## config.mk

```make
export PLATFORM = sky130hd
export DESIGN_NAME = memoryStage_flat
export DESIGN_NICKNAME = d
export VERILOG_FILES = /design/src/source/riscvPkg.sv /design/src/source/pipeIf.sv /design/src/source/memoryStage.sv /design/src/flat_wrapper.sv
export VERILOG_INCLUDE_DIRS = /design/src /design/src/include
export SDC_FILE = /design/constraint.sdc
export NUM_CORES = 2
export LEC_CHECK = 0
export BUFFER_PORTS_ARGS = -buffer_cell sky130_fd_sc_hd__buf_2
export CAP_MARGIN = 20
export CORE_UTILIZATION = 31
export CTS_CLUSTER_SIZE = 24
export DETAILED_ROUTE_END_ITERATION = 10
export PLACE_DENSITY = 0.5
export SLEW_MARGIN = 10
export SYNTH_ARGS = -nofsm -noshare
export SYNTH_HDL_FRONTEND = slang
export SYNTH_SLANG_ARGS = --single-unit
```

## constraint.sdc

```tcl
create_clock -name clk -period 2.1 [get_ports clk]
set_input_delay 0.21 -clock clk [delete_from_list [all_inputs] [get_ports clk]]
set_output_delay 0.21 -clock clk [all_outputs]
set_load 0.01 [all_outputs]
```

## src/include/riscvPipe_config.svh

```systemverilog
`ifndef RISCVPIPE_CONFIG_SVH
`define RISCVPIPE_CONFIG_SVH

// Instruction memory depth in 32-bit words
`define IMEM_WORDS 256

// Data memory depth in 32-bit words
`define DMEM_WORDS 64

// Register shown at the top level (a0)
`define A0_REG 10

`endif

```

## src/source/riscvPkg.sv

```systemverilog
package riscvPkg;

    typedef logic [31:0] word_t;
    typedef logic [31:0] addr_t;
    typedef logic [4:0]  regIdx_t;

    // PASSB carries the U immediate for LUI
    typedef enum logic [2:0] {
        ALU_ADD   = 3'd0,
        ALU_SUB   = 3'd1,
        ALU_AND   = 3'd2,
        ALU_OR    = 3'd3,
        ALU_XOR   = 3'd4,
        ALU_SLT   = 3'd5,
        ALU_PASSB = 3'd6
    } aluOp_t;

    typedef enum logic [1:0] {
        RES_ALU     = 2'd0,
        RES_MEM     = 2'd1,
        RES_PCPLUS4 = 2'd2
    } resultSrc_t;

    // All zero is a bubble
    typedef struct packed {
        logic       regWrite;
        logic       memWrite;
        logic       memRead;
        logic       branch;
        logic       branchNe;
        logic       jump;
        logic       aluSrcImm;
        aluOp_t     aluOp;
        resultSrc_t resultSrc;
        logic       halt;
    } ctrl_t;

endpackage

```

## src/source/pipeIf.sv

```systemverilog
interface hazardIf (
    input logic clk,
    input logic rstN
);
    import riscvPkg::*;

    regIdx_t    rs1D;
    regIdx_t    rs2D;
    regIdx_t    rs1E;
    regIdx_t    rs2E;
    regIdx_t    rdE;
    regIdx_t    rdM;
    regIdx_t    rdW;
    logic       memReadE;
    logic       pcSrcE;
    logic       regWriteM;
    logic       regWriteW;
    // 2'b10 memory, 2'b01 writeback, 2'b00 register file
    logic [1:0] forwardA;
    logic [1:0] forwardB;
    logic       stall;
    logic       flushD;
    logic       flushE;

    modport hazard (
        input  clk, rstN, rs1D, rs2D, rs1E, rs2E, rdE, memReadE, pcSrcE,
        input  rdM, regWriteM, rdW, regWriteW,
        output forwardA, forwardB, stall, flushD, flushE
    );
    modport fetch (input stall, flushD, pcSrcE);
    modport decode (output rs1D, rs2D, rs1E, rs2E, rdE, memReadE, input flushE);
    modport execute (input forwardA, forwardB, output pcSrcE, rdM, regWriteM);
    modport memory (output rdW, regWriteW);
endinterface

interface writebackIf;
    import riscvPkg::*;

    logic    regWrite;
    regIdx_t rd;
    word_t   result;
    logic    halt;
    word_t   aluResultM;

    modport memory (output regWrite, rd, result, halt, aluResultM);
    modport decode (input regWrite, rd, result, halt);
    modport execute (input result, aluResultM);
endinterface

```

## src/source/memoryStage.sv

```systemverilog
`include "riscvPipe_config.svh"

module memoryStage (
    input  logic              clk,
    input  logic              rstN,
    input  riscvPkg::ctrl_t   ctrlM,
    input  riscvPkg::word_t   aluResultM,
    input  riscvPkg::word_t   writeDataM,
    input  riscvPkg::word_t   pcPlus4M,
    input  riscvPkg::regIdx_t rdM,
    hazardIf.memory           hazard,
    writebackIf.memory        wb,
    output logic              halted
);
    import riscvPkg::*;

    localparam int dmemIdxW = $clog2(`DMEM_WORDS);

    word_t               dmem [`DMEM_WORDS];
    logic [dmemIdxW-1:0] dmemIdx;
    word_t               readDataM;
    logic                frozen;
    logic                regWriteW;
    logic                haltW;
    regIdx_t             rdW;
    resultSrc_t          resultSrcW;
    word_t               aluResultW;
    word_t               readDataW;
    word_t               pcPlus4W;
    word_t               resultW;

    assign dmemIdx   = aluResultM[dmemIdxW+1:2];
    assign readDataM = dmem[dmemIdx];
    // A store right behind EBREAK is already blocked
    assign frozen    = haltW || halted;

    always_ff @(posedge clk or negedge rstN) begin
        if (!rstN) begin
            for (int i = 0; i < `DMEM_WORDS; i++) begin
                dmem[i] <= '0;
            end
        end else if (ctrlM.memWrite && !frozen) begin
            dmem[dmemIdx] <= writeDataM;
        end
    end

    always_ff @(posedge clk or negedge rstN) begin
        if (!rstN) begin
            regWriteW  <= 1'b0;
            haltW      <= 1'b0;
            rdW        <= '0;
            resultSrcW <= RES_ALU;
            halted     <= 1'b0;
        end else begin
            regWriteW  <= ctrlM.regWrite;
            haltW      <= ctrlM.halt;
            rdW        <= rdM;
            resultSrcW <= ctrlM.resultSrc;
            if (haltW) begin
                halted <= 1'b1;
            end
        end
    end

    always_ff @(posedge clk) begin
        aluResultW <= aluResultM;
        readDataW  <= readDataM;
        pcPlus4W   <= pcPlus4M;
    end

    always_comb begin
        case (resultSrcW)
            RES_MEM:     resultW = readDataW;
            RES_PCPLUS4: resultW = pcPlus4W;
            default:     resultW = aluResultW;
        endcase
    end

    assign wb.regWrite = regWriteW;
    assign wb.rd       = rdW;
    assign wb.result   = resultW;
    assign wb.halt     = frozen;
    // A JAL in memory forwards its link value
    assign wb.aluResultM = (ctrlM.resultSrc == RES_PCPLUS4) ? pcPlus4M : aluResultM;

    assign hazard.rdW       = rdW;
    assign hazard.regWriteW = regWriteW;

    aWordAligned: assert property (@(posedge clk) disable iff (!rstN)
        (ctrlM.memRead || ctrlM.memWrite) |-> aluResultM[1:0] == 2'b00)
        else $error("misaligned data access");

endmodule

```

## src/flat_wrapper.sv

```systemverilog
// flat-port wrapper written by rule: the top's interface ports become plain ports
module memoryStage_flat import riscvPkg::*;
  (clk, rstN, ctrlM, aluResultM, writeDataM, pcPlus4M, rdM, halted, hazard_rdW, hazard_regWriteW, wb_regWrite, wb_rd, wb_result, wb_halt, wb_aluResultM);
  hazardIf hazard_i (.clk(clk), .rstN(rstN));
  writebackIf wb_i ();
  input  logic clk;
  input  logic rstN;
  input  riscvPkg::ctrl_t ctrlM;
  input  riscvPkg::word_t aluResultM;
  input  riscvPkg::word_t writeDataM;
  input  riscvPkg::word_t pcPlus4M;
  input  riscvPkg::regIdx_t rdM;
  output logic halted;
  output wire logic [$bits(hazard_i.rdW)-1:0] hazard_rdW;
  output wire logic [$bits(hazard_i.regWriteW)-1:0] hazard_regWriteW;
  output wire logic [$bits(wb_i.regWrite)-1:0] wb_regWrite;
  output wire logic [$bits(wb_i.rd)-1:0] wb_rd;
  output wire logic [$bits(wb_i.result)-1:0] wb_result;
  output wire logic [$bits(wb_i.halt)-1:0] wb_halt;
  output wire logic [$bits(wb_i.aluResultM)-1:0] wb_aluResultM;
  assign hazard_rdW = hazard_i.rdW;
  assign hazard_regWriteW = hazard_i.regWriteW;
  assign wb_regWrite = wb_i.regWrite;
  assign wb_rd = wb_i.rd;
  assign wb_result = wb_i.result;
  assign wb_halt = wb_i.halt;
  assign wb_aluResultM = wb_i.aluResultM;
  memoryStage u_core (.clk(clk), .rstN(rstN), .ctrlM(ctrlM), .aluResultM(aluResultM), .writeDataM(writeDataM), .pcPlus4M(pcPlus4M), .rdM(rdM), .hazard(hazard_i), .wb(wb_i), .halted(halted));
endmodule
```

Word-level counts from Yosys, hierarchy flattened. Index checks and enable logic that the tools add are counted.

Order comparisons: 2. Equality and inequality tests: 3. Multiplexer cells: 8. Bitwise logic cells: 1. Reductions and logical operators: 4.

Operators with widths (count): $bwmux W2048 (1); $bmux W32 S6 (1); $demux W32 S6 (1); $mux W32 (4); $pmux W32 S2 (1); $ge A7 B7 Y1 const B (1); $lt A7 B1 Y1 const B (1); $not A6 Y7 (1); $eq A2 B2 Y1 const B (2); $eq A2 B1 Y1 const B (1); $logic_and A1 B1 Y1 (2); $logic_not A1 Y1 (1); $logic_or A1 B1 Y1 (1).

Flip-flop bits (word level): 2154.

Depth between registers and ports, before layout.
Depth after elaboration: 6. Depth in mapped cells: 11.

Worst setup path after synthesis. No wires, ideal clock.

Kind: input -> register. Start: in aluResultM[3]. End: reg u_core.readDataW[24]. Library setup time: 0.129 ns. Arrival: 1.946 ns. Required time: 1.971 ns. Setup slack: 0.025 ns. Cell stages on the path: 9. Path buffers: 4. Cells stage by stage: buf_4 > buf_4 > buf_2 > buf_1 > mux2_2 > a221oi_1 > a21oi_1 > o21ai_0 > nand4_1.

Word-level cells in the longest chain between the ends: 4.

Ends and longest elaborated chain: start: declaration (RTL line flat_wrapper.sv:9) `input riscvPkg::word_t aluResultM;`; $not A6 Y7 (implied by the code) (RTL line memoryStage.sv:33) `assign readDataM = dmem[dmemIdx];`; $bmux W32 S6 (RTL line memoryStage.sv:33); $mux W32 (implied by the code) (2 in series) (RTL line memoryStage.sv:33); net u_core.readDataM[24] (RTL line memoryStage.sv:21) `word_t readDataM;`; end signal: assignment (RTL line memoryStage.sv:67) `readDataW <= readDataM;`; end: declaration (RTL line memoryStage.sv:28) `word_t readDataW;`.

The timed path passes the listed nets, and every way through them passes these cells. The select of a mux whose other input is x is not followed. A chain may end at the register's enable or synchronous reset.

Worst setup path after layout.
Start: reg u_core.resultSrcW[1]. End: out wb_result[8].

Word-level cells in the longest chain between the ends: 2.

Ends and longest elaborated chain: start: declaration (RTL line memoryStage.sv:26) `resultSrc_t resultSrcW;`; start signal: assignment (RTL line memoryStage.sv:58) `resultSrcW <= ctrlM.resultSrc;`; $eq A2 B2 Y1 / $eq A2 B1 Y1 (equally long branches) (RTL line memoryStage.sv:72) `case (resultSrcW)`; $pmux W32 S2 (*) (RTL line memoryStage.sv:72); end: declaration (RTL line flat_wrapper.sv:18) `output wire logic [$bits(wb_i.result)-1:0] wb_result;`.

Every way passes the cells marked *; elsewhere a longest branch is shown, timed or not.

==> metrics.md <==
| Metric | Value |
|---|---|
| Worst hold path class | input port to register |
| Cells after DPL | 11605 |
| Share of cells above drive strength 1 | 48.3% |
| Ys flop type | dfrtp_1 |
| Total global routing overflow | 0 |
| Area contributors post-synth | dfrtp_1 54%, mux2_2 25%, a221oi_1 3.7% |
| Clk pin slew, worst setup/hold paths | 0.06 ns |
| Setup violations, final | 1167 |
| Initial Util | 31.2% |
| Top-level I/O count | 194 |
| First-pass GRT wire length | 535 mm |
| DRT iter0 DRCs | 6573 |
| Bufs on Longest Clock Path | 4 |
| Max Slew Vio Count | 0 |
| Filler instances | 28576 |
| Failing checks | setup timing |
| Root Driver | clkbuf_16 |
| Initial antenna violation count | 30 |
| CP endpoint kind | primary output |
| Max-Slew Margin vs Limit | 25.3% |
| Final worst-path cycle share | 118% |
| Synth warnings | 0 |
| Final Non-Filler Cells | 12304 |
| Die W | 557 um |
| Max Freq | 403 MHz |
| CTS H-Tree Depth | 4 |
| CTS tree | yes |
| Vias in the first global route | 70900 |
| Pwr/cell area | 754 nW/um^2 |
| GRT Overall Usage | 23.8% |
| CP startpoint kind | register |
| Worst Setup Path Type | register to primary output |
| Most numerous cell in the Yosys netlist | mux2_2 |
| Endpoints failing hold | 0 |
| Placer Congestion | 0.857 |
| Yosys top cell area share | 53.9% |
| I/O Buffers | 185 |
| CP Data Required Time | 1.89 ns |
| Asr flop ratio synth | 95.5% |
| First-pass DRT Iterations | 8 |
| Design Area, Final | 122000 um^2 |
| Syn Area/Cell | 13.4 um^2 |
| Syn Inst Count | 7144 |
| Status | complete, but fails checks |
| # DRC | 0 |
| Final WS setup | -0.380 ns |
| Sink Count | 2154 |
| Post-synth EDFFs | 0 |
| Area grow syn2layout | 27.9% |
| Area of the mapped netlist | 95600 um^2 |
| Routed WL per cell | 31.1 um |
| Register Area | 53400 um^2 |
| CP max FO | 16 |
| Worst Tran Pin Value | 1.12 ns |
| Nets@finish | 8111 |
| Synth cell count leaders | 2095 x mux2_2, 2058 x dfrtp_1, 409 x a221oi_1 |
| Max-cap viol count | 0 |
| CP arrival | 2.27 ns |
| RSZ-0062 raised after global routing | true |
| Cell variety after synth | 61 |
| TritonCTS Buffers | 235 |
| Min Tclk post-route | 2.48 ns |
| Routed WL | 383 mm |
| LEAKAGE | 59.3 nW |
| Rows | 203 |
| Final Skew | 0.0550 ns |
| CORE AREA | 306000 um^2 |
| Seq cells post-synth | 2154 |
| Vias | 69381 |
| Die height | 557 um |
| Leading area contributor after synthesis | dfrtp_1 |
| DP HPWL | 245 mm |
| Area of the multi-input gates | 40100 um^2 |
| Largest net degree at the start of global routing | 109 |
| DR vias/cell | 5.64 |
| Reg2Reg Setup Slack | -0.19 ns |
| Clock Latency Late Sink | 0.93 ns |
| Post-synthesis sequential area ratio | 55.9% |
| Worst VDD drop | 0.687 mV |
| Dpl cell area | 109000 um^2 |
| Mapped Nets | 7262 |
| Full die area | 311000 um^2 |
| Setup TNS | -82.19 ns |
| Routed Antenna Nets | 0 |
==> flip-flops by register name (all words and copies together), names as in the netlist <==
signal / cells
u_core.dmem: 2048
u_core.aluResultW: 32
u_core.pcPlus4W: 32
u_core.readDataW: 32
u_core.hazard.rdW: 5
u_core.resultSrcW: 2
u_core.haltW: 1
u_core.halted: 1
u_core.hazard.regWriteW: 1
==> logic make-up after synthesis <==
kind of cell / Yosys count / synth area share (%)
compound gates: 1359 / 10.6
fa+ha+maj: 2 / 0.0262
buf+inv: 799 / 3.54
flops: 2154 / 55.9
mux: 2347 / 27.7
simple gates: 483 / 2.28
==> where the power goes <==
group	total, mW	internal (mW)	switching, mW
combinational	7.29	2.47	4.82
clock	42.8	25.1	17.7
sequential	42.1	41.8	0.333
total	92.2	69.4	22.8
==> critical path: stages (launching register included) <==
cell and delay, ns:
dfrtp_1 0.42, ha_4 0.40, buf_12 0.19, nand2_1 0.08, o21ai_1 0.09, buf_2 0.17
==> area by class of cell <==
cell class | count | area share [%]
sequential | 2154 | 43.7
tap | 4100 | 4.19
inverter | 7 | 0.0317
clock inverter | 71 | 0.692
antenna | 16 | 0.0327
multi-input combinational | 4191 | 32.8
clock buffer | 361 | 5.80
timing repair buffer | 1404 | 12.8
==> metal layers <==
layer	routed length [um]	part of all wire [%]	vias to the layer above	track usage (%)
met5	87	0.023	-	0
met4	14900	3.9	14	7.56
met3	24900	6.5	636	3.08
met2	176000	46	2695	38.2
met1	167000	44	37441	33.1
li1	-	-	28595	-
==> final timing paths <==
check                           cells past startpoint           endpoint            startpoint
worst max-delay path                                5       wb_result[8]  u_core.resultSrcW[1]
worst min-delay path                                2  u_core.dmem[1897]         writeDataM[9]
worst max register to register                     10   u_core.dmem[542]         u_core.halted
worst min register to register                      1  u_core.dmem[1793]     u_core.dmem[1793]
max in group asynchronous                           3   u_core.dmem[304]                  rstN
min in group asynchronous                           3  u_core.dmem[1578]                  rstN
==> stage by stage <==
stage	hold slack [ns]	utilization [%]	setup slack [ns]	total power [mW]
5_1_grt	0.0256	39.9	-0.442	95.0
6_report	0.0253	39.9	-0.380	92.2
4_1_cts	0.000124	39.4	-0.355	92.8
3_3_place_gp	0.174	35.7	-1.68	49.6
3_5_place_dp	0.175	35.7	-1.18	49.6
2_1_floorplan	-0.0856	-	0.0247	45.1
==> timing repair <==
item	CTS	global route
hold buffers	157	0
gates resized for setup	208	195
setup buffers	19	21
pin swaps	11	18
gates cloned	35	31
hold endpoints to repair	2469	0
endpoints found under the setup margin	852	1464
==> placed cells by master (no fill, tap or decap), types with 79 or more instances in the layout <==
| master | Yosys | layout |
|---|---|---|
| a21oi_1 | 111 | 110 |
| a221oi_1 | 409 | 402 |
| a22oi_1 | 334 | 314 |
| buf_12 | 0 | 301 |
| buf_2 | 188 | 181 |
| buf_4 | 33 | 670 |
| clkbuf_16 | 0 | 264 |
| dfrtp_1 | 2058 | 2058 |
| dfxtp_1 | 96 | 95 |
| dlygate4sd3_1 | 0 | 156 |
| mux2_1 | 126 | 79 |
| mux2_2 | 2095 | 2086 |
| mux2i_1 | 113 | 113 |
| nand2_1 | 159 | 81 |
| nor2_1 | 156 | 150 |
| o21ai_0 | 162 | 117 |
| o22ai_1 | 125 | 122 |
(Power assumes the default switching activity.)
