--- src/include/riscvPipe_config.svh ---
`ifndef RISCVPIPE_CONFIG_SVH
`define RISCVPIPE_CONFIG_SVH

// Instruction memory depth in 32-bit words
`define IMEM_WORDS 256

// Data memory depth in 32-bit words
`define DMEM_WORDS 64

// Register shown at the top level (a0)
`define A0_REG 10

`endif

--- src/source/riscvPkg.sv ---
package riscvPkg;

    typedef logic [31:0] word_t;
    typedef logic [31:0] addr_t;
    typedef logic [4:0]  regIdx_t;

    // PASSB carries the U immediate for LUI
    typedef enum logic [2:0] {
        ALU_ADD   = 3'd0,
        ALU_SUB   = 3'd1,
        ALU_AND   = 3'd2,
        ALU_OR    = 3'd3,
        ALU_XOR   = 3'd4,
        ALU_SLT   = 3'd5,
        ALU_PASSB = 3'd6
    } aluOp_t;

    typedef enum logic [1:0] {
        RES_ALU     = 2'd0,
        RES_MEM     = 2'd1,
        RES_PCPLUS4 = 2'd2
    } resultSrc_t;

    // All zero is a bubble
    typedef struct packed {
        logic       regWrite;
        logic       memWrite;
        logic       memRead;
        logic       branch;
        logic       branchNe;
        logic       jump;
        logic       aluSrcImm;
        aluOp_t     aluOp;
        resultSrc_t resultSrc;
        logic       halt;
    } ctrl_t;

endpackage

--- src/source/pipeIf.sv ---
interface hazardIf (
    input logic clk,
    input logic rstN
);
    import riscvPkg::*;

    regIdx_t    rs1D;
    regIdx_t    rs2D;
    regIdx_t    rs1E;
    regIdx_t    rs2E;
    regIdx_t    rdE;
    regIdx_t    rdM;
    regIdx_t    rdW;
    logic       memReadE;
    logic       pcSrcE;
    logic       regWriteM;
    logic       regWriteW;
    // 2'b10 memory, 2'b01 writeback, 2'b00 register file
    logic [1:0] forwardA;
    logic [1:0] forwardB;
    logic       stall;
    logic       flushD;
    logic       flushE;

    modport hazard (
        input  clk, rstN, rs1D, rs2D, rs1E, rs2E, rdE, memReadE, pcSrcE,
        input  rdM, regWriteM, rdW, regWriteW,
        output forwardA, forwardB, stall, flushD, flushE
    );
    modport fetch (input stall, flushD, pcSrcE);
    modport decode (output rs1D, rs2D, rs1E, rs2E, rdE, memReadE, input flushE);
    modport execute (input forwardA, forwardB, output pcSrcE, rdM, regWriteM);
    modport memory (output rdW, regWriteW);
endinterface

interface writebackIf;
    import riscvPkg::*;

    logic    regWrite;
    regIdx_t rd;
    word_t   result;
    logic    halt;
    word_t   aluResultM;

    modport memory (output regWrite, rd, result, halt, aluResultM);
    modport decode (input regWrite, rd, result, halt);
    modport execute (input result, aluResultM);
endinterface

--- src/source/executeStage.sv ---
module executeStage (
    input  logic              clk,
    input  logic              rstN,
    input  riscvPkg::ctrl_t   ctrlE,
    input  riscvPkg::word_t   rd1E,
    input  riscvPkg::word_t   rd2E,
    input  riscvPkg::word_t   immE,
    input  riscvPkg::addr_t   pcE,
    input  riscvPkg::addr_t   pcPlus4E,
    input  riscvPkg::regIdx_t rdE,
    hazardIf.execute          hazard,
    writebackIf.execute       wb,
    output riscvPkg::addr_t   targetE,
    output riscvPkg::ctrl_t   ctrlM,
    output riscvPkg::word_t   aluResultM,
    output riscvPkg::word_t   writeDataM,
    output riscvPkg::word_t   pcPlus4M,
    output riscvPkg::regIdx_t rdM
);
    import riscvPkg::*;

    word_t srcA;
    word_t srcB;
    word_t writeDataE;
    word_t aluResultE;
    logic  equal;
    logic  taken;

    function automatic word_t forwardSel(input logic [1:0] sel, input word_t regVal,
                                         input word_t memVal, input word_t wbVal);
        case (sel)
            2'b10:   return memVal;
            2'b01:   return wbVal;
            default: return regVal;
        endcase
    endfunction

    assign srcA       = forwardSel(hazard.forwardA, rd1E, wb.aluResultM, wb.result);
    assign writeDataE = forwardSel(hazard.forwardB, rd2E, wb.aluResultM, wb.result);
    assign srcB       = ctrlE.aluSrcImm ? immE : writeDataE;

    always_comb begin
        case (ctrlE.aluOp)
            ALU_ADD: aluResultE = srcA + srcB;
            ALU_SUB: aluResultE = srcA - srcB;
            ALU_AND: aluResultE = srcA & srcB;
            ALU_OR:  aluResultE = srcA | srcB;
            ALU_XOR: aluResultE = srcA ^ srcB;
            ALU_SLT: aluResultE = {31'b0, $signed(srcA) < $signed(srcB)};
            default: aluResultE = srcB;
        endcase
    end

    // Branches compare the register operands, never the immediate
    assign equal         = (srcA == writeDataE);
    assign taken         = ctrlE.branch && (equal != ctrlE.branchNe);
    assign hazard.pcSrcE = ctrlE.jump || taken;
    assign targetE       = pcE + immE;

    always_ff @(posedge clk or negedge rstN) begin
        if (!rstN) begin
            ctrlM <= '0;
            rdM   <= '0;
        end else begin
            ctrlM <= ctrlE;
            rdM   <= rdE;
        end
    end

    always_ff @(posedge clk) begin
        aluResultM <= aluResultE;
        writeDataM <= writeDataE;
        pcPlus4M   <= pcPlus4E;
    end

    assign hazard.rdM       = rdM;
    assign hazard.regWriteM = ctrlM.regWrite;

endmodule

--- src/flat_wrapper.sv ---
// flat-port wrapper written by rule: the top's interface ports become plain ports
module executeStage_flat import riscvPkg::*;
  (clk, rstN, ctrlE, rd1E, rd2E, immE, pcE, pcPlus4E, rdE, targetE, ctrlM, aluResultM, writeDataM, pcPlus4M, rdM, hazard_forwardA, hazard_forwardB, hazard_pcSrcE, hazard_rdM, hazard_regWriteM, wb_result, wb_aluResultM);
  hazardIf hazard_i (.clk(clk), .rstN(rstN));
  writebackIf wb_i ();
  input  logic clk;
  input  logic rstN;
  input  riscvPkg::ctrl_t ctrlE;
  input  riscvPkg::word_t rd1E;
  input  riscvPkg::word_t rd2E;
  input  riscvPkg::word_t immE;
  input  riscvPkg::addr_t pcE;
  input  riscvPkg::addr_t pcPlus4E;
  input  riscvPkg::regIdx_t rdE;
  output riscvPkg::addr_t targetE;
  output riscvPkg::ctrl_t ctrlM;
  output riscvPkg::word_t aluResultM;
  output riscvPkg::word_t writeDataM;
  output riscvPkg::word_t pcPlus4M;
  output riscvPkg::regIdx_t rdM;
  input wire logic [$bits(hazard_i.forwardA)-1:0] hazard_forwardA;
  input wire logic [$bits(hazard_i.forwardB)-1:0] hazard_forwardB;
  output wire logic [$bits(hazard_i.pcSrcE)-1:0] hazard_pcSrcE;
  output wire logic [$bits(hazard_i.rdM)-1:0] hazard_rdM;
  output wire logic [$bits(hazard_i.regWriteM)-1:0] hazard_regWriteM;
  input wire logic [$bits(wb_i.result)-1:0] wb_result;
  input wire logic [$bits(wb_i.aluResultM)-1:0] wb_aluResultM;
  assign hazard_i.forwardA = hazard_forwardA;
  assign hazard_i.forwardB = hazard_forwardB;
  assign hazard_pcSrcE = hazard_i.pcSrcE;
  assign hazard_rdM = hazard_i.rdM;
  assign hazard_regWriteM = hazard_i.regWriteM;
  assign wb_i.result = wb_result;
  assign wb_i.aluResultM = wb_aluResultM;
  executeStage u_core (.clk(clk), .rstN(rstN), .ctrlE(ctrlE), .rd1E(rd1E), .rd2E(rd2E), .immE(immE), .pcE(pcE), .pcPlus4E(pcPlus4E), .rdE(rdE), .hazard(hazard_i), .wb(wb_i), .targetE(targetE), .ctrlM(ctrlM), .aluResultM(aluResultM), .writeDataM(writeDataM), .pcPlus4M(pcPlus4M), .rdM(rdM));
endmodule
--- config.mk ---
export PLATFORM = sky130hd
export DESIGN_NAME = executeStage_flat
export DESIGN_NICKNAME = d
export VERILOG_FILES = /design/src/include/riscvPipe_config.svh /design/src/source/riscvPkg.sv /design/src/source/pipeIf.sv /design/src/source/executeStage.sv /design/src/flat_wrapper.sv
export SDC_FILE = /design/constraint.sdc
export NUM_CORES = 1
export LEC_CHECK = 0
export ABC_CLOCK_PERIOD_IN_PS = 3100
export BUFFER_PORTS_ARGS = -buffer_cell sky130_fd_sc_hd__buf_2
export CAP_MARGIN = 20
export CORE_AREA = 2 2 156 158
export DETAILED_ROUTE_END_ITERATION = 6
export DIE_AREA = 0 0 158 160
export HOLD_SLACK_MARGIN = 0.05
export PLACE_DENSITY_LB_ADDON = 0.05
export SKIP_LAST_GASP = 1
export SYNTH_ARGS = -nofsm -noshare
export SYNTH_HDL_FRONTEND = slang
export SYNTH_SLANG_ARGS = --single-unit
--- constraint.sdc ---
create_clock -name clk -period 3.1 [get_ports clk]
set_clock_uncertainty 0.2 [all_clocks]
set_input_delay 0.155 -clock clk [delete_from_list [all_inputs] [get_ports clk]]
set_output_delay 0.155 -clock clk [all_outputs]
set_load 0.02 [all_outputs]
-- Yosys cells after proc, flatten, opt, wreduce, memory -nomap -nowiden
Cells that the tools add are included.
- magnitude comparators: 1
- reduce and logical (&&, ||, !) cells: 3
- equal/unequal tests: 11
- bitwise gates (word level): 3
- add/subtract/negate cells: 3
- muxes and demuxes: 4
- operator list (kind ; count):
    $pmux 32 s6 ; 1
    $pmux 32 s2 ; 2
    $add 32x32->32 ; 2
    $and 32x32->32 ; 1
    $eq 32x32->1 ; 1
    $lt 32x32->1 ; 1
    $mux 32 ; 1
    $or 32x32->32 ; 1
    $sub 32x32->32 ; 1
    $xor 32x32->32 ; 1
    $eq 3x2->1 const B ; 2
    $eq 3x3->1 const B ; 2
    $eq 2x1->1 const B ; 2
    $eq 2x2->1 const B ; 2
    $eq 3x1->1 const B ; 1
    $logic_not 3->1 ; 1
    $logic_and 1x1->1 ; 1
    $logic_or 1x1->1 ; 1
    $ne 1x1->1 ; 1
- bits of input ports: 248
- output and inout port bits: 153
- word-level logic and storage cells: 39
- register bits after elaboration: 114

-- Depth between registers and ports, before layout
- word-level depth: 6
- mapped depth: 22
- gate-level depth less buffers: 21

-- Worst setup path before layout
Ideal clock, no wire load.
- path kind: input to register
- start point: in hazard_forwardB[0]
- end point: reg u_core.aluResultM[28]
- buffers on the path: 2
- setup slack: -1.249 ns
- library setup time: 0.131 ns
- required time: 2.769 ns
- cell stages on the path: 21
- arrival time: 4.018 ns
- cell sequence: inv_1 -> ha_1 -> clkbuf_1 -> clkbuf_1 -> nor2_1 -> a21oi_1 -> nor2_1 -> a21oi_1 -> inv_1 -> ha_1 -> fa_1 -> a211oi_2 -> o21bai_1 -> a21oi_2 -> o31ai_4 -> a41o_1 -> a311oi_4 -> o21ai_0 -> xnor2_1 -> a221oi_1 -> a21oi_1
- word-level cells in the longest chain between the ends: 5
- elaborated cells between the ends (all ways): 10
- classes of those cells: 2 x add/sub; 2 x eq/ne; 3 x mux; 3 x bitwise
- ends and longest elaborated chain (what ; line ; text):
    from (decl) ; flat_wrapper.sv:22 ; input wire logic [$bits(hazard_i.forwardB)-1:0] hazard_forwardB;
    $eq 2x1->1 or $eq 2x2->1 (tied branches) ; executeStage.sv:31 ; case (sel)
    $pmux 32 s2 * ; executeStage.sv:31 ;
    $mux 32 * ; executeStage.sv:40 ; assign srcB = ctrlE.aluSrcImm ? immE : writeDataE;
    $sub 32x32->32 (tied with other cells) ; executeStage.sv:45 ; ALU_SUB: aluResultE = srcA - srcB;
    $pmux 32 s6 * ; executeStage.sv:43 ; case (ctrlE.aluOp)
    net u_core.aluResultE[28] ; executeStage.sv:25 ; word_t aluResultE;
    to (signal assigned) ; executeStage.sv:71 ; aluResultM <= aluResultE;
    to (decl) ; executeStage.sv:15 ; output riscvPkg::word_t aluResultM,
The timed path passes the listed nets; every way through them passes the cells marked *.

-- Worst setup path after layout
- start point: in hazard_forwardB[1]
- end point: reg u_core.aluResultM[28]
- word-level cells in the longest chain between the ends: 5
- elaborated cells between the ends (all ways): 10
- classes of those cells: 2 x add/sub; 2 x eq/ne; 3 x mux; 3 x bitwise
- ends and longest elaborated chain (what ; line ; text):
    $eq 2x1->1 or $eq 2x2->1 (tied branches) ; executeStage.sv:31 ;
    $pmux 32 s2 * ; executeStage.sv:31 ;
    net u_core.writeDataE[1] ; executeStage.sv:24 ; word_t writeDataE;
    $mux 32 * ; executeStage.sv:40 ;
    $sub 32x32->32 or $add 32x32->32 (tied branches) ; executeStage.sv:45, executeStage.sv:44 ;
    $pmux 32 s6 * ; executeStage.sv:43 ;
    net u_core.aluResultE[28] ; executeStage.sv:25 ;
Marked as above.

==> metrics.md <==
| Metric | Value |
|---|---|
| Final Cycle Share | `119%` |
| CTS root buffer | `clkbuf_16` |
| Post-Syn Instances | `1551` |
| Nets | `2827` |
| Slew @ Worst Pin | `799 ps` |
| CP required | `3220 ps` |
| Critical path class | `input pin to register` |
| Starting Density | `48.0%` |
| Vert. Die Dim | `160 um` |
| Max Cap Viol | `0` |
| Input/output buffers | `400` |
| Startpoint types | `input pin` |
| Share of layout cells above drive strength 1 | `49.2%` |
| Crit path top cell by count | `buf_4` |
| Sequential area share after synthesis | `20.7%` |
| Syn_nets | `1940` |
| Met2 WL post-DR | `28200 um` |
| Max FO, Critical Path | `4` |
| Seq. cell area | `2370 um^2` |
| Initial antenna violation count | `17` |
| Io pins | `401` |
| Worst hold path class | `input pin to register` |
| Area growth, synth to finish | `80.0%` |
| CP peak stage delay | `400 ps` |
| Post-DP Area | `17100 um^2` |
| RSZ-0062 raised after global routing | `true` |
| GP Congestion | `1.03` |
| Synthesized area | `11400 um^2` |
| Total number of vias | `16.9k` |
| DRC | `0` |
| # setup viols final | `25` |
| Max VDD drop | `371 uV` |
| Final hold violation count | `0` |
| Mean Syn Cell Area | `7.37 um^2` |
| Clock transition at path regs | `60 ps` |
| Slew headroom | `46.6%` |
| First-pass GRT wire length | `86600 um` |
| Post-synth EDFFs | `0` |
| Critical Path AT | `3820 ps` |
| Total core area | `23800 um^2` |
| Hold depth | `6` |
| WL final | `63200 um` |
| Fill cells | `1340` |
| Congestion Overflow GR | `0` |
| Highest Signal Layer | `met4` |
| Crit end category | `register` |
| Global Route Usage Sum | `44.6%` |
| Slew Viols, Final | `0` |
| Yosys Warn Count | `0` |
| Hold_ws | `79.8 ps` |
| Area taken by multi-input logic gates | `9830 um^2` |
| Final instance area | `20600 um^2` |
| Antenna Violating Nets Remaining | `0` |
| Leakage | `9.96 nW` |
| Vias in the first global route | `15.7k` |
| Layout Utilization | `86.5%` |
| Site Rows | `57` |
| DRT met1 WL | `22600 um` |
| Minimum clock period | `3700 ps` |
| Netlist cell types | `90` |
| H-tree Lvls | `4` |
| Register bit count reported by yosys | `114` |
| Largest net degree at the start of global routing | `63` |
| Post-placement setup slack | `-1080 ps` |
| Die Area | `25300 um^2` |
| HPWL after DPL | `42800 um` |
| Met3 WL | `7520 um` |
| DR pass1 iterations | `7` |
| DR iter-0 viols | `2000` |
| Crit path cell chain | `buf_12 -> inv_12 -> ha_4 -> a22oi_1 -> o21ai_2 -> buf_4 -> mux2_4 -> buf_4 -> fa_2 -> a211oi_2 -> o21bai_1 -> a21oi_2 -> o31ai_4 -> a41o_2 -> a311oi_4 -> o21ai_1 -> xnor2_1 -> a221oi_1 -> a21oi_1` |
| Asr flop ratio synth | `15.8%` |
| Clock tree from TritonCTS | `done` |
| Status | `finished with violations` |
| Chip width | `158 um` |
| Pwr dens | `464 nW/um^2` |
| Num CTS Buffers | `17` |
| Crit path max-delay cell type | `fa_2` |
| Peak Freq | `0.270 GHz` |
| Main synth FF type | `dfxtp_1` |
| Routed vias/inst | `6.04` |
| Clock Sinks | `114` |
| Setup WS post-layout | `-600 ps` |
| Pwr Total | `9.56 mW` |
| Drt wl/cell | `22.6 um` |
| CTS max path bufs | `2` |
| Violated checks | `negative setup slack` |
==> sequential cells by signal (all words and copies together) (netlist names) <==
signal                   flops
u_core.aluResultM           32
u_core.pcPlus4M             32
u_core.writeDataM           32
u_core.ctrlM                12
u_core.hazard.rdM            5
u_core.hazard.regWriteM      1
==> metrics by stage <==
| step | TNS, ps | std cells |
|---|---|---|
| after global routing | -10830 | 2792 |
| after floorplan | -7600 | 1551 |
| after detailed placement | -23620 | 2592 |
| final | -8660 | 2796 |
| after CTS | -5350 | 2755 |
| after global placement | -22140 | 2592 |
==> path summary, 6_finish.rpt <==
path / start / end
worst min-delay path: wb_result[26] / u_core.writeDataM[26]$_DFF_P_
worst max-delay path: hazard_forwardB[1] / u_core.aluResultM[28]$_DFF_P_
min in group asynchronous: rstN / u_core.ctrlM[10]$_DFF_PN0_
max in group asynchronous: rstN / u_core.ctrlM[9]$_DFF_PN0_
==> cell families after synthesis <==
| logic type | Yosys count | synth area share, % |
|---|---|---|
| and+or+nand+nor | 381 | 14.7 |
| AOI/OAI and AO/OA | 600 | 34.4 |
| xor gates and xnor gates | 74 | 5.67 |
| muxes | 8 | 0.744 |
| DFF | 114 | 20.7 |
| buffers and inverters | 233 | 8.08 |
| adders and majority gates | 141 | 15.6 |
==> synthesized netlist by cell type, drive strengths merged (5+ instances only) <==
cell type  number  area, um^2
nand3          17        85.1
dfxtp          96        1920
a211oi         14         115
a21oi         200        1030
o211ai          8        60.1
nor2          185         697
o21a           15         113
a21boi          5        37.5
inv           137         514
nor3           28         150
o21ai         122         614
a22oi          87         653
dfrtp          18         450
a32oi           5        43.8
buf            24         140
xor2           17         149
clkbuf         71         267
o21bai         15         113
a31o            8        70.1
o31ai           8        78.8
and2            7        43.8
o2bb2ai         8        70.1
a31oi           9        56.3
o41ai           5        66.3
nor2b           9        56.3
a21o           34         257
nor4            9        56.3
nand4          16         100
or3             5        31.3
nand2          82         308
xnor2          57         499
ha            138        1730
and3            6        37.5
a221oi          7        61.3
==> cells in the final DEF (no fill, tap or decap), types with 12 or more instances in the layout <==
master,instances
buf_4,444
buf_2,392
nor2_1,165
a21oi_1,118
inv_1,115
ha_1,106
dfxtp_1,96
dlygate4sd3_1,90
nand2_1,78
o21ai_0,74
a22oi_1,72
a21oi_2,60
xnor2_1,49
a21o_1,33
ha_4,25
o21ai_1,24
o21ai_2,22
a21oi_4,22
diode_2,21
nor3_1,21
buf_6,21
clkbuf_16,19
dfrtp_1,18
xor2_1,17
nand4_1,16
inv_2,15
a22oi_2,15
o21a_1,15
nand3_1,13
o21bai_1,13
nor2_2,12
==> area by class of cell <==
cell class | instances | share of cell area [%]
Clock buffer | 18 | 2.08
Multi-Input combinational cell | 1204 | 47.7
Tap cell | 324 | 1.97
Inverter | 138 | 2.69
Clock inverter | 14 | 0.759
Sequential cell | 114 | 11.5
Antenna cell | 21 | 0.255
Timing Repair Buffer | 963 | 33.0
==> per-layer routing <==
metal / vias to the layer above / global-route usage (%)
met1: 7809 / 54.6
met5: - / 0
met2: 1408 / 71.2
met3: 336 / 10.9
met4: 0 / 25.0
li1: 7343 / -
==> critical path: cells and delay by family <==
family	cells	cell delay (ps)
AOI/OAI and AO/OA	11	2230
adders and majority gates	2	570
buffers and inverters	4	430
muxes	1	280
xor gates and xnor gates	1	140
==> repair_timing <==
action | CTS | global route
hold endpoints to repair | 100 | 0
gates cloned | 4 | 1
setup endpoints to repair | 34 | 37
buffers inserted | 40 | 22
gates resized for setup | 135 | 170
hold buffers | 90 | 0
pin swaps | 76 | 89
==> report_power, final <==
group	switching [mW]	internal, mW	total (mW)	leakage (nW)
logic	3.14	2.65	5.79	8.67
clock network	0.875	1.19	2.07	0.274
registers	0.0656	1.64	1.70	1.02
total	4.08	5.48	9.56	9.96
(Power assumes the default switching activity.)
