===== config.mk =====
export PLATFORM = sky130hd
export DESIGN_NAME = decodeStage_flat
export DESIGN_NICKNAME = d
export VERILOG_FILES = /design/src/source/riscvPkg.sv /design/src/source/pipeIf.sv /design/src/source/decodeStage.sv /design/src/flat_wrapper.sv
export VERILOG_INCLUDE_DIRS = /design/src /design/src/include
export SDC_FILE = /design/constraint.sdc
export NUM_CORES = 2
export LEC_CHECK = 0
export BUFFER_PORTS_ARGS = -buffer_cell sky130_fd_sc_hd__buf_2
export CAP_MARGIN = 0
export CORE_MARGIN = 5
export CORE_UTILIZATION = 40
export DETAILED_ROUTE_END_ITERATION = 12
export PLACE_DENSITY = 0.69
export SYNTH_ARGS = -nofsm -noshare
export SYNTH_HDL_FRONTEND = slang
export SYNTH_SLANG_ARGS = --single-unit

===== constraint.sdc =====
create_clock -name clk -period 1.69 [get_ports clk]
set_clock_uncertainty 0.1 [all_clocks]
set_input_delay 0 -clock clk [delete_from_list [all_inputs] [get_ports clk]]
set_output_delay 0 -clock clk [all_outputs]
set_load 0.1 [all_outputs]

===== src/include/riscvPipe_config.svh =====
`ifndef RISCVPIPE_CONFIG_SVH
`define RISCVPIPE_CONFIG_SVH

// Instruction memory depth in 32-bit words
`define IMEM_WORDS 256

// Data memory depth in 32-bit words
`define DMEM_WORDS 64

// Register shown at the top level (a0)
`define A0_REG 10

`endif


===== src/source/riscvPkg.sv =====
package riscvPkg;

    typedef logic [31:0] word_t;
    typedef logic [31:0] addr_t;
    typedef logic [4:0]  regIdx_t;

    // PASSB carries the U immediate for LUI
    typedef enum logic [2:0] {
        ALU_ADD   = 3'd0,
        ALU_SUB   = 3'd1,
        ALU_AND   = 3'd2,
        ALU_OR    = 3'd3,
        ALU_XOR   = 3'd4,
        ALU_SLT   = 3'd5,
        ALU_PASSB = 3'd6
    } aluOp_t;

    typedef enum logic [1:0] {
        RES_ALU     = 2'd0,
        RES_MEM     = 2'd1,
        RES_PCPLUS4 = 2'd2
    } resultSrc_t;

    // All zero is a bubble
    typedef struct packed {
        logic       regWrite;
        logic       memWrite;
        logic       memRead;
        logic       branch;
        logic       branchNe;
        logic       jump;
        logic       aluSrcImm;
        aluOp_t     aluOp;
        resultSrc_t resultSrc;
        logic       halt;
    } ctrl_t;

endpackage


===== src/source/pipeIf.sv =====
interface hazardIf (
    input logic clk,
    input logic rstN
);
    import riscvPkg::*;

    regIdx_t    rs1D;
    regIdx_t    rs2D;
    regIdx_t    rs1E;
    regIdx_t    rs2E;
    regIdx_t    rdE;
    regIdx_t    rdM;
    regIdx_t    rdW;
    logic       memReadE;
    logic       pcSrcE;
    logic       regWriteM;
    logic       regWriteW;
    // 2'b10 memory, 2'b01 writeback, 2'b00 register file
    logic [1:0] forwardA;
    logic [1:0] forwardB;
    logic       stall;
    logic       flushD;
    logic       flushE;

    modport hazard (
        input  clk, rstN, rs1D, rs2D, rs1E, rs2E, rdE, memReadE, pcSrcE,
        input  rdM, regWriteM, rdW, regWriteW,
        output forwardA, forwardB, stall, flushD, flushE
    );
    modport fetch (input stall, flushD, pcSrcE);
    modport decode (output rs1D, rs2D, rs1E, rs2E, rdE, memReadE, input flushE);
    modport execute (input forwardA, forwardB, output pcSrcE, rdM, regWriteM);
    modport memory (output rdW, regWriteW);
endinterface

interface writebackIf;
    import riscvPkg::*;

    logic    regWrite;
    regIdx_t rd;
    word_t   result;
    logic    halt;
    word_t   aluResultM;

    modport memory (output regWrite, rd, result, halt, aluResultM);
    modport decode (input regWrite, rd, result, halt);
    modport execute (input result, aluResultM);
endinterface


===== src/source/decodeStage.sv =====
`include "riscvPipe_config.svh"

module decodeStage (
    input  logic              clk,
    input  logic              rstN,
    input  riscvPkg::word_t   instrD,
    input  riscvPkg::addr_t   pcD,
    input  riscvPkg::addr_t   pcPlus4D,
    hazardIf.decode           hazard,
    writebackIf.decode        wb,
    output riscvPkg::ctrl_t   ctrlE,
    output riscvPkg::word_t   rd1E,
    output riscvPkg::word_t   rd2E,
    output riscvPkg::word_t   immE,
    output riscvPkg::addr_t   pcE,
    output riscvPkg::addr_t   pcPlus4E,
    output riscvPkg::regIdx_t rdE,
    output riscvPkg::word_t   a0
);
    import riscvPkg::*;

    localparam logic [6:0] opcodeR      = 7'b0110011;
    localparam logic [6:0] opcodeImm    = 7'b0010011;
    localparam logic [6:0] opcodeLui    = 7'b0110111;
    localparam logic [6:0] opcodeLoad   = 7'b0000011;
    localparam logic [6:0] opcodeStore  = 7'b0100011;
    localparam logic [6:0] opcodeBranch = 7'b1100011;
    localparam logic [6:0] opcodeJal    = 7'b1101111;
    localparam logic [6:0] opcodeSystem = 7'b1110011;

    word_t   regs [32];
    ctrl_t   ctrlD;
    word_t   immD;
    word_t   rd1D;
    word_t   rd2D;
    regIdx_t rs1D;
    regIdx_t rs2D;
    regIdx_t rdD;
    regIdx_t rs1E;
    regIdx_t rs2E;
    logic    opKnown;
    logic    wbEn;

    assign rs1D = instrD[19:15];
    assign rs2D = instrD[24:20];
    assign rdD  = instrD[11:7];

    always_comb begin
        ctrlD   = '0;
        immD    = {{20{instrD[31]}}, instrD[31:20]};
        case (instrD[6:0])
            opcodeR: begin
                ctrlD.regWrite = 1'b1;
                case (instrD[14:12])
                    3'b000:  ctrlD.aluOp = instrD[30] ? ALU_SUB : ALU_ADD;
                    3'b111:  ctrlD.aluOp = ALU_AND;
                    3'b110:  ctrlD.aluOp = ALU_OR;
                    3'b100:  ctrlD.aluOp = ALU_XOR;
                    3'b010:  ctrlD.aluOp = ALU_SLT;
                    default: ctrlD.regWrite = 1'b0;
                endcase
            end
            opcodeImm: begin
                ctrlD.regWrite  = 1'b1;
                ctrlD.aluSrcImm = 1'b1;
            end
            opcodeLui: begin
                ctrlD.regWrite  = 1'b1;
                ctrlD.aluSrcImm = 1'b1;
                ctrlD.aluOp     = ALU_PASSB;
                immD            = {instrD[31:12], 12'b0};
            end
            opcodeLoad: begin
                ctrlD.regWrite  = 1'b1;
                ctrlD.memRead   = 1'b1;
                ctrlD.aluSrcImm = 1'b1;
                ctrlD.resultSrc = RES_MEM;
            end
            opcodeStore: begin
                ctrlD.memWrite  = 1'b1;
                ctrlD.aluSrcImm = 1'b1;
                immD = {{20{instrD[31]}}, instrD[31:25], instrD[11:7]};
            end
            opcodeBranch: begin
                ctrlD.branch   = 1'b1;
                ctrlD.branchNe = instrD[12];
                immD = {{19{instrD[31]}}, instrD[31], instrD[7], instrD[30:25],
                        instrD[11:8], 1'b0};
            end
            opcodeJal: begin
                ctrlD.regWrite  = 1'b1;
                ctrlD.jump      = 1'b1;
                ctrlD.resultSrc = RES_PCPLUS4;
                immD = {{11{instrD[31]}}, instrD[31], instrD[19:12], instrD[20],
                        instrD[30:21], 1'b0};
            end
            // Only EBREAK is kept from SYSTEM
            opcodeSystem: ctrlD.halt = 1'b1;
            default: ;
        endcase
    end

    // Opcodes and R-type functions the core implements
    always_comb begin
        case (instrD[6:0])
            opcodeR: begin
                opKnown = (instrD[14:12] == 3'b000) || (instrD[14:12] == 3'b111) ||
                          (instrD[14:12] == 3'b110) || (instrD[14:12] == 3'b100) ||
                          (instrD[14:12] == 3'b010);
            end
            opcodeImm, opcodeLui, opcodeLoad, opcodeStore, opcodeBranch, opcodeJal,
            opcodeSystem: opKnown = 1'b1;
            default: opKnown = 1'b0;
        endcase
    end

    // Writes stop once the halt is in writeback
    assign wbEn = wb.regWrite && !wb.halt && (wb.rd != '0);

    always_ff @(posedge clk or negedge rstN) begin
        if (!rstN) begin
            for (int i = 0; i < 32; i++) begin
                regs[i] <= '0;
            end
        end else if (wbEn) begin
            regs[wb.rd] <= wb.result;
        end
    end

    // Same-cycle write is bypassed to the read
    function automatic word_t readReg(input regIdx_t idx);
        if (idx == '0) begin
            return '0;
        end
        if (wbEn && wb.rd == idx) begin
            return wb.result;
        end
        return regs[idx];
    endfunction

    always_comb begin
        rd1D = readReg(rs1D);
        rd2D = readReg(rs2D);
    end

    assign a0 = regs[`A0_REG];

    always_ff @(posedge clk or negedge rstN) begin
        if (!rstN) begin
            ctrlE <= '0;
            rdE   <= '0;
            rs1E  <= '0;
            rs2E  <= '0;
        end else begin
            ctrlE <= hazard.flushE ? ctrl_t'('0) : ctrlD;
            rdE   <= rdD;
            rs1E  <= rs1D;
            rs2E  <= rs2D;
        end
    end

    always_ff @(posedge clk) begin
        rd1E     <= rd1D;
        rd2E     <= rd2D;
        immE     <= immD;
        pcE      <= pcD;
        pcPlus4E <= pcPlus4D;
    end

    assign hazard.rs1D     = rs1D;
    assign hazard.rs2D     = rs2D;
    assign hazard.rs1E     = rs1E;
    assign hazard.rs2E     = rs2E;
    assign hazard.rdE      = rdE;
    assign hazard.memReadE = ctrlE.memRead;

    // An unknown opcode reaches execute as a bubble
    aUnknownNoWrite: assert property (@(posedge clk) disable iff (!rstN)
        !opKnown |=> !ctrlE.regWrite)
        else $error("unknown opcode produced a register write");

endmodule


===== src/flat_wrapper.sv =====
// flat-port wrapper written by rule: the top's interface ports become plain ports
module decodeStage_flat import riscvPkg::*;
  (clk, rstN, instrD, pcD, pcPlus4D, ctrlE, rd1E, rd2E, immE, pcE, pcPlus4E, rdE, a0, hazard_rs1D, hazard_rs2D, hazard_rs1E, hazard_rs2E, hazard_rdE, hazard_memReadE, hazard_flushE, wb_regWrite, wb_rd, wb_result, wb_halt);
  hazardIf hazard_i (.clk(clk), .rstN(rstN));
  writebackIf wb_i ();
  input  logic clk;
  input  logic rstN;
  input  riscvPkg::word_t instrD;
  input  riscvPkg::addr_t pcD;
  input  riscvPkg::addr_t pcPlus4D;
  output riscvPkg::ctrl_t ctrlE;
  output riscvPkg::word_t rd1E;
  output riscvPkg::word_t rd2E;
  output riscvPkg::word_t immE;
  output riscvPkg::addr_t pcE;
  output riscvPkg::addr_t pcPlus4E;
  output riscvPkg::regIdx_t rdE;
  output riscvPkg::word_t a0;
  output wire logic [$bits(hazard_i.rs1D)-1:0] hazard_rs1D;
  output wire logic [$bits(hazard_i.rs2D)-1:0] hazard_rs2D;
  output wire logic [$bits(hazard_i.rs1E)-1:0] hazard_rs1E;
  output wire logic [$bits(hazard_i.rs2E)-1:0] hazard_rs2E;
  output wire logic [$bits(hazard_i.rdE)-1:0] hazard_rdE;
  output wire logic [$bits(hazard_i.memReadE)-1:0] hazard_memReadE;
  input wire logic [$bits(hazard_i.flushE)-1:0] hazard_flushE;
  input wire logic [$bits(wb_i.regWrite)-1:0] wb_regWrite;
  input wire logic [$bits(wb_i.rd)-1:0] wb_rd;
  input wire logic [$bits(wb_i.result)-1:0] wb_result;
  input wire logic [$bits(wb_i.halt)-1:0] wb_halt;
  assign hazard_rs1D = hazard_i.rs1D;
  assign hazard_rs2D = hazard_i.rs2D;
  assign hazard_rs1E = hazard_i.rs1E;
  assign hazard_rs2E = hazard_i.rs2E;
  assign hazard_rdE = hazard_i.rdE;
  assign hazard_memReadE = hazard_i.memReadE;
  assign hazard_i.flushE = hazard_flushE;
  assign wb_i.regWrite = wb_regWrite;
  assign wb_i.rd = wb_rd;
  assign wb_i.result = wb_result;
  assign wb_i.halt = wb_halt;
  decodeStage u_core (.clk(clk), .rstN(rstN), .instrD(instrD), .pcD(pcD), .pcPlus4D(pcPlus4D), .hazard(hazard_i), .wb(wb_i), .ctrlE(ctrlE), .rd1E(rd1E), .rd2E(rd2E), .immE(immE), .pcE(pcE), .pcPlus4E(pcPlus4E), .rdE(rdE), .a0(a0));
endmodule

---- Yosys cells after proc, flatten, opt, wreduce, memory -nomap -nowiden ----
Cells that the tools add are included.
storage, ports and cells
  word-level logic and storage cells ...... 121
  flip-flop bits (word level) ............. 1212
  bits of input ports ..................... 138
operators by class
  muxes and demuxes ....................... 37
  magnitude comparators ................... 4
  eq/ne operators ......................... 14
  reduce and logical (&&, ||, !) cells .... 13
  bitwise operators ....................... 3
operators by type and width
  operator            count
  $bwmux 1024         1
  $mux 32             13
  $bmux 32 s5         2
  $demux 32 s5        1
  $pmux 31 s4         1
  $eq 7x6->1 const B  3
  $eq 7x7->1 const B  3
  $ge 6x6->1 const B  3
  $not 5->6           3
  $pmux 3 s5          1
  $mux 1              13
  $mux 13             1
  $eq 5x5->1          2
  $logic_not 5->1     2
  $eq 3x3->1 const B  3
  $reduce_or 4->1     2
  $eq 7x2->1 const B  1
  $eq 7x5->1 const B  1
  $lt 6x1->1 const B  1
  $pmux 3 s2          1
  $logic_and 1x1->1   5
  $reduce_bool 5->1   1
  $reduce_or 5->1     1
  $pmux 2 s2          1
  other kinds (5)     5

---- Depth between registers and ports, before layout ----
  depth in word-level cells ............... 8
  depth in mapped cells ................... 10
  mapped depth without buffers ............ 5

---- Worst setup path after synthesis ----
Ideal clock, no wire load.
  kind .................................... input -> register
  start point ............................. in instrD[16]
  end point ............................... reg u_core.rd1E[10]
  library setup time ...................... 122 ps
  stages .................................. 8
  slack ................................... -425 ps
  required time ........................... 1468 ps
  data arrival time ....................... 1893 ps
  cell sequence ........................... buf_2 -> buf_2 -> clkbuf_1 -> clkbuf_1 -> mux4_2 -> a22oi_1 -> nand2_1 -> a221o_1
on the way
  word-level cells in the longest chain between the ends .. 6
  elaborated cells on any way between the ends .. 13
  those cells by class .................... eq/ne: 1; mux: 9; bitwise: 1; reduce/logical: 2
ends and longest elaborated chain
  what                                                                         line                                    RTL
  from (decl)                                                                  flat_wrapper.sv:8                       input riscvPkg::word_t instrD;
  $not 5->6 (not written as such) / $eq 5x5->1 (equally long branches)         decodeStage.sv:138, decodeStage.sv:135
  $bmux 32 s5 / $logic_and 1x1->1 (equally long branches)                      decodeStage.sv:138, decodeStage.sv:135
  $mux 32 (not written as such) / $mux 1 (equally long branches) (2 in a row)  decodeStage.sv:138, decodeStage.sv:135
  $mux 32                                                                      decodeStage.sv:138                      return regs[idx];
  $mux 32 (*)                                                                  decodeStage.sv:135                      if (wbEn && wb.rd == idx) begin
  to (signal assigned)                                                         decodeStage.sv:163                      rd1E <= rd1D;
  to (decl)                                                                    decodeStage.sv:12                       output riscvPkg::word_t rd1E,
Mark *: on every way between the ends. The rest lies on a longest branch, timed or not. The select of a mux whose other input is x is not followed.
A chain may end at the register's enable or synchronous reset.

---- Final worst setup path ----
  start point ............................. in instrD[6]
  end point ............................... reg, netlist name u_core.ctrlE[6]
on the way
  word-level cells in the longest chain between the ends .. 4
  elaborated cells on any way between the ends .. 7
  those cells by class .................... eq/ne: 4; mux: 2; reduce/logical: 1
ends and longest elaborated chain
  what                                  line                RTL
  $eq 7x5->1 (tied with other cells)    -
  $reduce_or 4->1 (no source line) (*)  -
  $mux 1 (*)                            decodeStage.sv:51   case (instrD[6:0])
  $mux 13 (*)                           decodeStage.sv:155  ctrlE <= hazard.flushE ? ctrl_t'('0) : ctrlD;
Mark *: on every way between the ends. The rest lies on a longest branch, timed or not.

==> metrics.csv <==
stage,metric,value,unit
worst_hold_path,Hold Crit Class,in2reg,
job,max-cap viol count,0,
worst_hold_path,WHS Path Cells,6,
yosys,post-synthesis adder-cell area fraction,0,
drt,DR DRC count,0,
timing,Max-slew headroom,0.548,
drt,DR pass1 iterations,6,
worst_hold_path,Hold Startpoint,instrD[21],
setup_path,critical-path cell list,buf_2 > dlygate4sd3_1 > dlymetal6s4s_1 > or4_1 > nand2b_1 > dlygate4sd3_1 > a21oi_1,
global_route,Congestion Overflow GR,0,
floorplanning,Initial Util,0.401,
drt,vias,45521,
timing,Setup TNS,-12290,ps
clock_network,CTS tree,yes,
worst_hold_path,"Endpoint, Worst Hold",u_core.rd2E[10]$_SDFF_PN0_,
run_status,failing checks,setup timing,
setup_path,Worst setup SP type,input port,
cells_and_area,area grow syn2layout,36.0,%
placement,dpl ws,-527,ps
floorplanning,Die H,397,um
clock_network,total CTS buffers,140,
yosys,mux contribution to synthesized area,0.381,
global_route,total global-route track usage,0.268,
timing,maximum clock frequency,495,MHz
timing,RSZ-0062 raised after global routing,true,
setup_path,worst r2r dst,u_core.rd1E[28]$_SDFF_PN0_,
clock_network,Root Driver,clkbuf_16,
floorplanning,I/O pin count,374,
yosys,synthesized flop and latch total,1211,
yosys,Syn Area/Cell,13.8,sq um
floorplanning,die width,397,um
yosys,Synth Cell Area,59900,sq um
yosys,xor and xnor fraction of the mapped netlist area,0.00161,
yosys,Post-Synthesis Cells,4323,
cells_and_area,nets,5855,
run_status,status,finished with violations,
timing,"Worst Setup Slack, final",-332,ps
setup_path,CP most frequent cell,dlygate4sd3_1,
cells_and_area,non-filler cells in the finished layout,7772,
floorplanning,die area,157000,sq um
setup_path,Reg2Reg Launch Point,u_core.regs[988]$_DFFE_PN0P_,
drt,final wirelength,214000,um
timing,number of setup violations in the final report,71,
yosys,Compound-Gate Fraction of Synth Area,0.0660,
yosys,simple-gate share of the synthesized area,0.0195,
setup_path,crit path kind,in2reg,
cells_and_area,Sequential Area,29500,sq um
yosys,syn nets,4461,
cells_and_area,Final Util,0.545,
yosys,sequential element share of the synthesized area,0.493,
placement,IO buf count,373,
global_route,vias in the first global route,48188,
setup_path,CP Data Arrival Time,2590,ps
clock_network,H-tree levels,4,
yosys,Synth top cells by count,"dfrtp_1, mux2_2, mux2i_1",
floorplanning,# rows,142,
cells_and_area,area of the multi-input gates,28800,sq um
yosys,"EDFF count, synth",0,
placement,HPWL Detailed,139000,um
yosys,post-synth top area cell,dfrtp_1,
power_and_ir_drop,Final Power,87.6,mW
drt,vias per cell,5.86,
power_and_ir_drop,Pleak,38.9,nW
timing,crit share post-route,1.20,
cells_and_area,final instance area,81400,sq um
setup_path,CP endpoint kind,flop,
setup_path,Critical Path Start,instrD[6],
clock_network,Longest Clk Path Bufs,3,
setup_path,worst-path fanout max,8,
power_and_ir_drop,peak supply drop,1.06,mV
drt,Initial DRC Count,3789,
setup_path,CP Data Required Time,2260,ps
yosys,Synth cell types,43,
placement,placed cell count,7250,
yosys,largest cells by area after synthesis,"dfrtp_1, mux2_2, mux4_2",
drt,post-route ant nets,0,
timing,hold_ws,44.8,ps
global_route,largest net degree at the start of global routing,105,
cells_and_area,Fill cells,12024,
clock_network,TritonCTS Sinks,1211,
floorplanning,total core area,149000,sq um
placement,placed cell area,72800,sq um
cells_and_area,share of cells above drive strength 1,0.514,
setup_path,R2R cell count,4,
yosys,Ys Warns,0,
global_route,initial antenna violation count,3,
drt,DR WL/cell,27.5,um
global_route,first-pass GRT wire length,318000,um
yosys,top-area cell type share of the netlist area,0.439,
setup_path,CP max-delay cell,dlygate4sd3_1,
placement,final RePlAce weighted congestion,0.879,
yosys,top-count cell post-synth,dfrtp_1,
setup_path,r2r setup slk,-310,ps
yosys,main combinational cell family by area after synthesis,multiplexers,
yosys,ys flop type,dfrtp_1,
yosys,Async SR Flop Fraction,0.868,
timing,min Tclk post-route,2020,ps
timing,Least-Margin Pin Slew,676,ps
power_and_ir_drop,power density cells,1080,nW/um^2
clock_network,Worst-path clk slew,60,ps
setup_path,crit-path max cell delay,600,ps
timing,final hold vios,0,
clock_network,Worst-Skew Late Latency,780,ps
timing,max-slew violations,0,
[registers in the layout, summed over array words and instances, names as in the netlist]
register,count
u_core.immE,32
u_core.hazard.rs2E,5
u_core.ctrlE,11
u_core.rd1E,32
u_core.hazard.rs1E,5
u_core.regs,992
u_core.pcE,32
u_core.a0,32
u_core.hazard.memReadE,1
u_core.pcPlus4E,32
u_core.hazard.rdE,5
u_core.rd2E,32
[worst max-delay path by stage]
stage / endpoint / slack, ps / cells after the start
2_1_floorplan: u_core.rd1E[0]$_SDFF_PN0_ / -250 / 7
3_3_place_gp: u_core.rd1E[6]$_SDFF_PN0_ / -500 / 7
3_5_place_dp: u_core.rd1E[3]$_SDFF_PN0_ / -530 / 7
4_1_cts: u_core.rd1E[18]$_SDFF_PN0_ / -290 / 4
5_1_grt: u_core.rd1E[8]$_SDFF_PN0_ / -350 / 4
6_report: u_core.ctrlE[6]$_DFF_PN0_ / -330 / 7
[cells in the final DEF (no fill, tap or decap), drive strengths merged, types with 9 or more instances in the layout]
cell and instances:
xnor2 9, dfxtp 160, inv 10, mux4 288, mux2i 512, nor2b 48, dlygate4sd3 238, o21ai 34
or4 36, a22oi 320, mux2 992, buf 1515, nor2 29, a21oi 166, a221o 32, clkbuf 218
dfrtp 1051, bufinv 10, nand2 55, clkinv 26, a21o 20
[layer usage]
metal  GRT usage  wire length, um  vias up  share of wire
met4       0.117            10100        0          0.047
met2       0.430           100000     2098           0.47
li1            -                -    19167              -
met1       0.345            85000    23721           0.40
met5           0                0        -              0
met3      0.0682            18300      535          0.086
[critical path, delay by kind of cell]
kind            cells  cell delay, ps
compound gates      1             160
buf+inv             4            1640
simple gates        2             780
[power by group]
group / switching [mW] / internal (mW)
Clock: 12.5 / 18.8
Sequential: 2.54 / 32.5
Combinational: 10.8 / 10.4
Total: 25.9 / 61.8
[repair_timing]
action                                 in CTS  in global routing
gates resized for setup                   211                150
setup endpoints to repair                 153                113
endpoints found under the hold margin    2230                 18
pin swaps                                  90                126
setup buffers                              22                 27
gates cloned                                0                  0
hold buffers                              240                  5
[cell families after synthesis]
kind of cell              count (synthesis)
buffers and inverters                   516
AOI/OAI and AO/OA                       582
xor gates and xnor gates                 11
muxes                                  1792
and+or+nand+nor                         211
DFF                                    1211
[area by class of cell]
cell class                      count  area share
Sequential cell                  1211       0.362
Multi-Input combinational cell   2596       0.354
Timing Repair Buffer             1764       0.195
Clock buffer                      209      0.0518
Tap cell                         1944      0.0299
Clock inverter                     42     0.00650
Inverter                            4    0.000184
Antenna cell                        2   0.0000615
(Power assumes the default switching activity.)
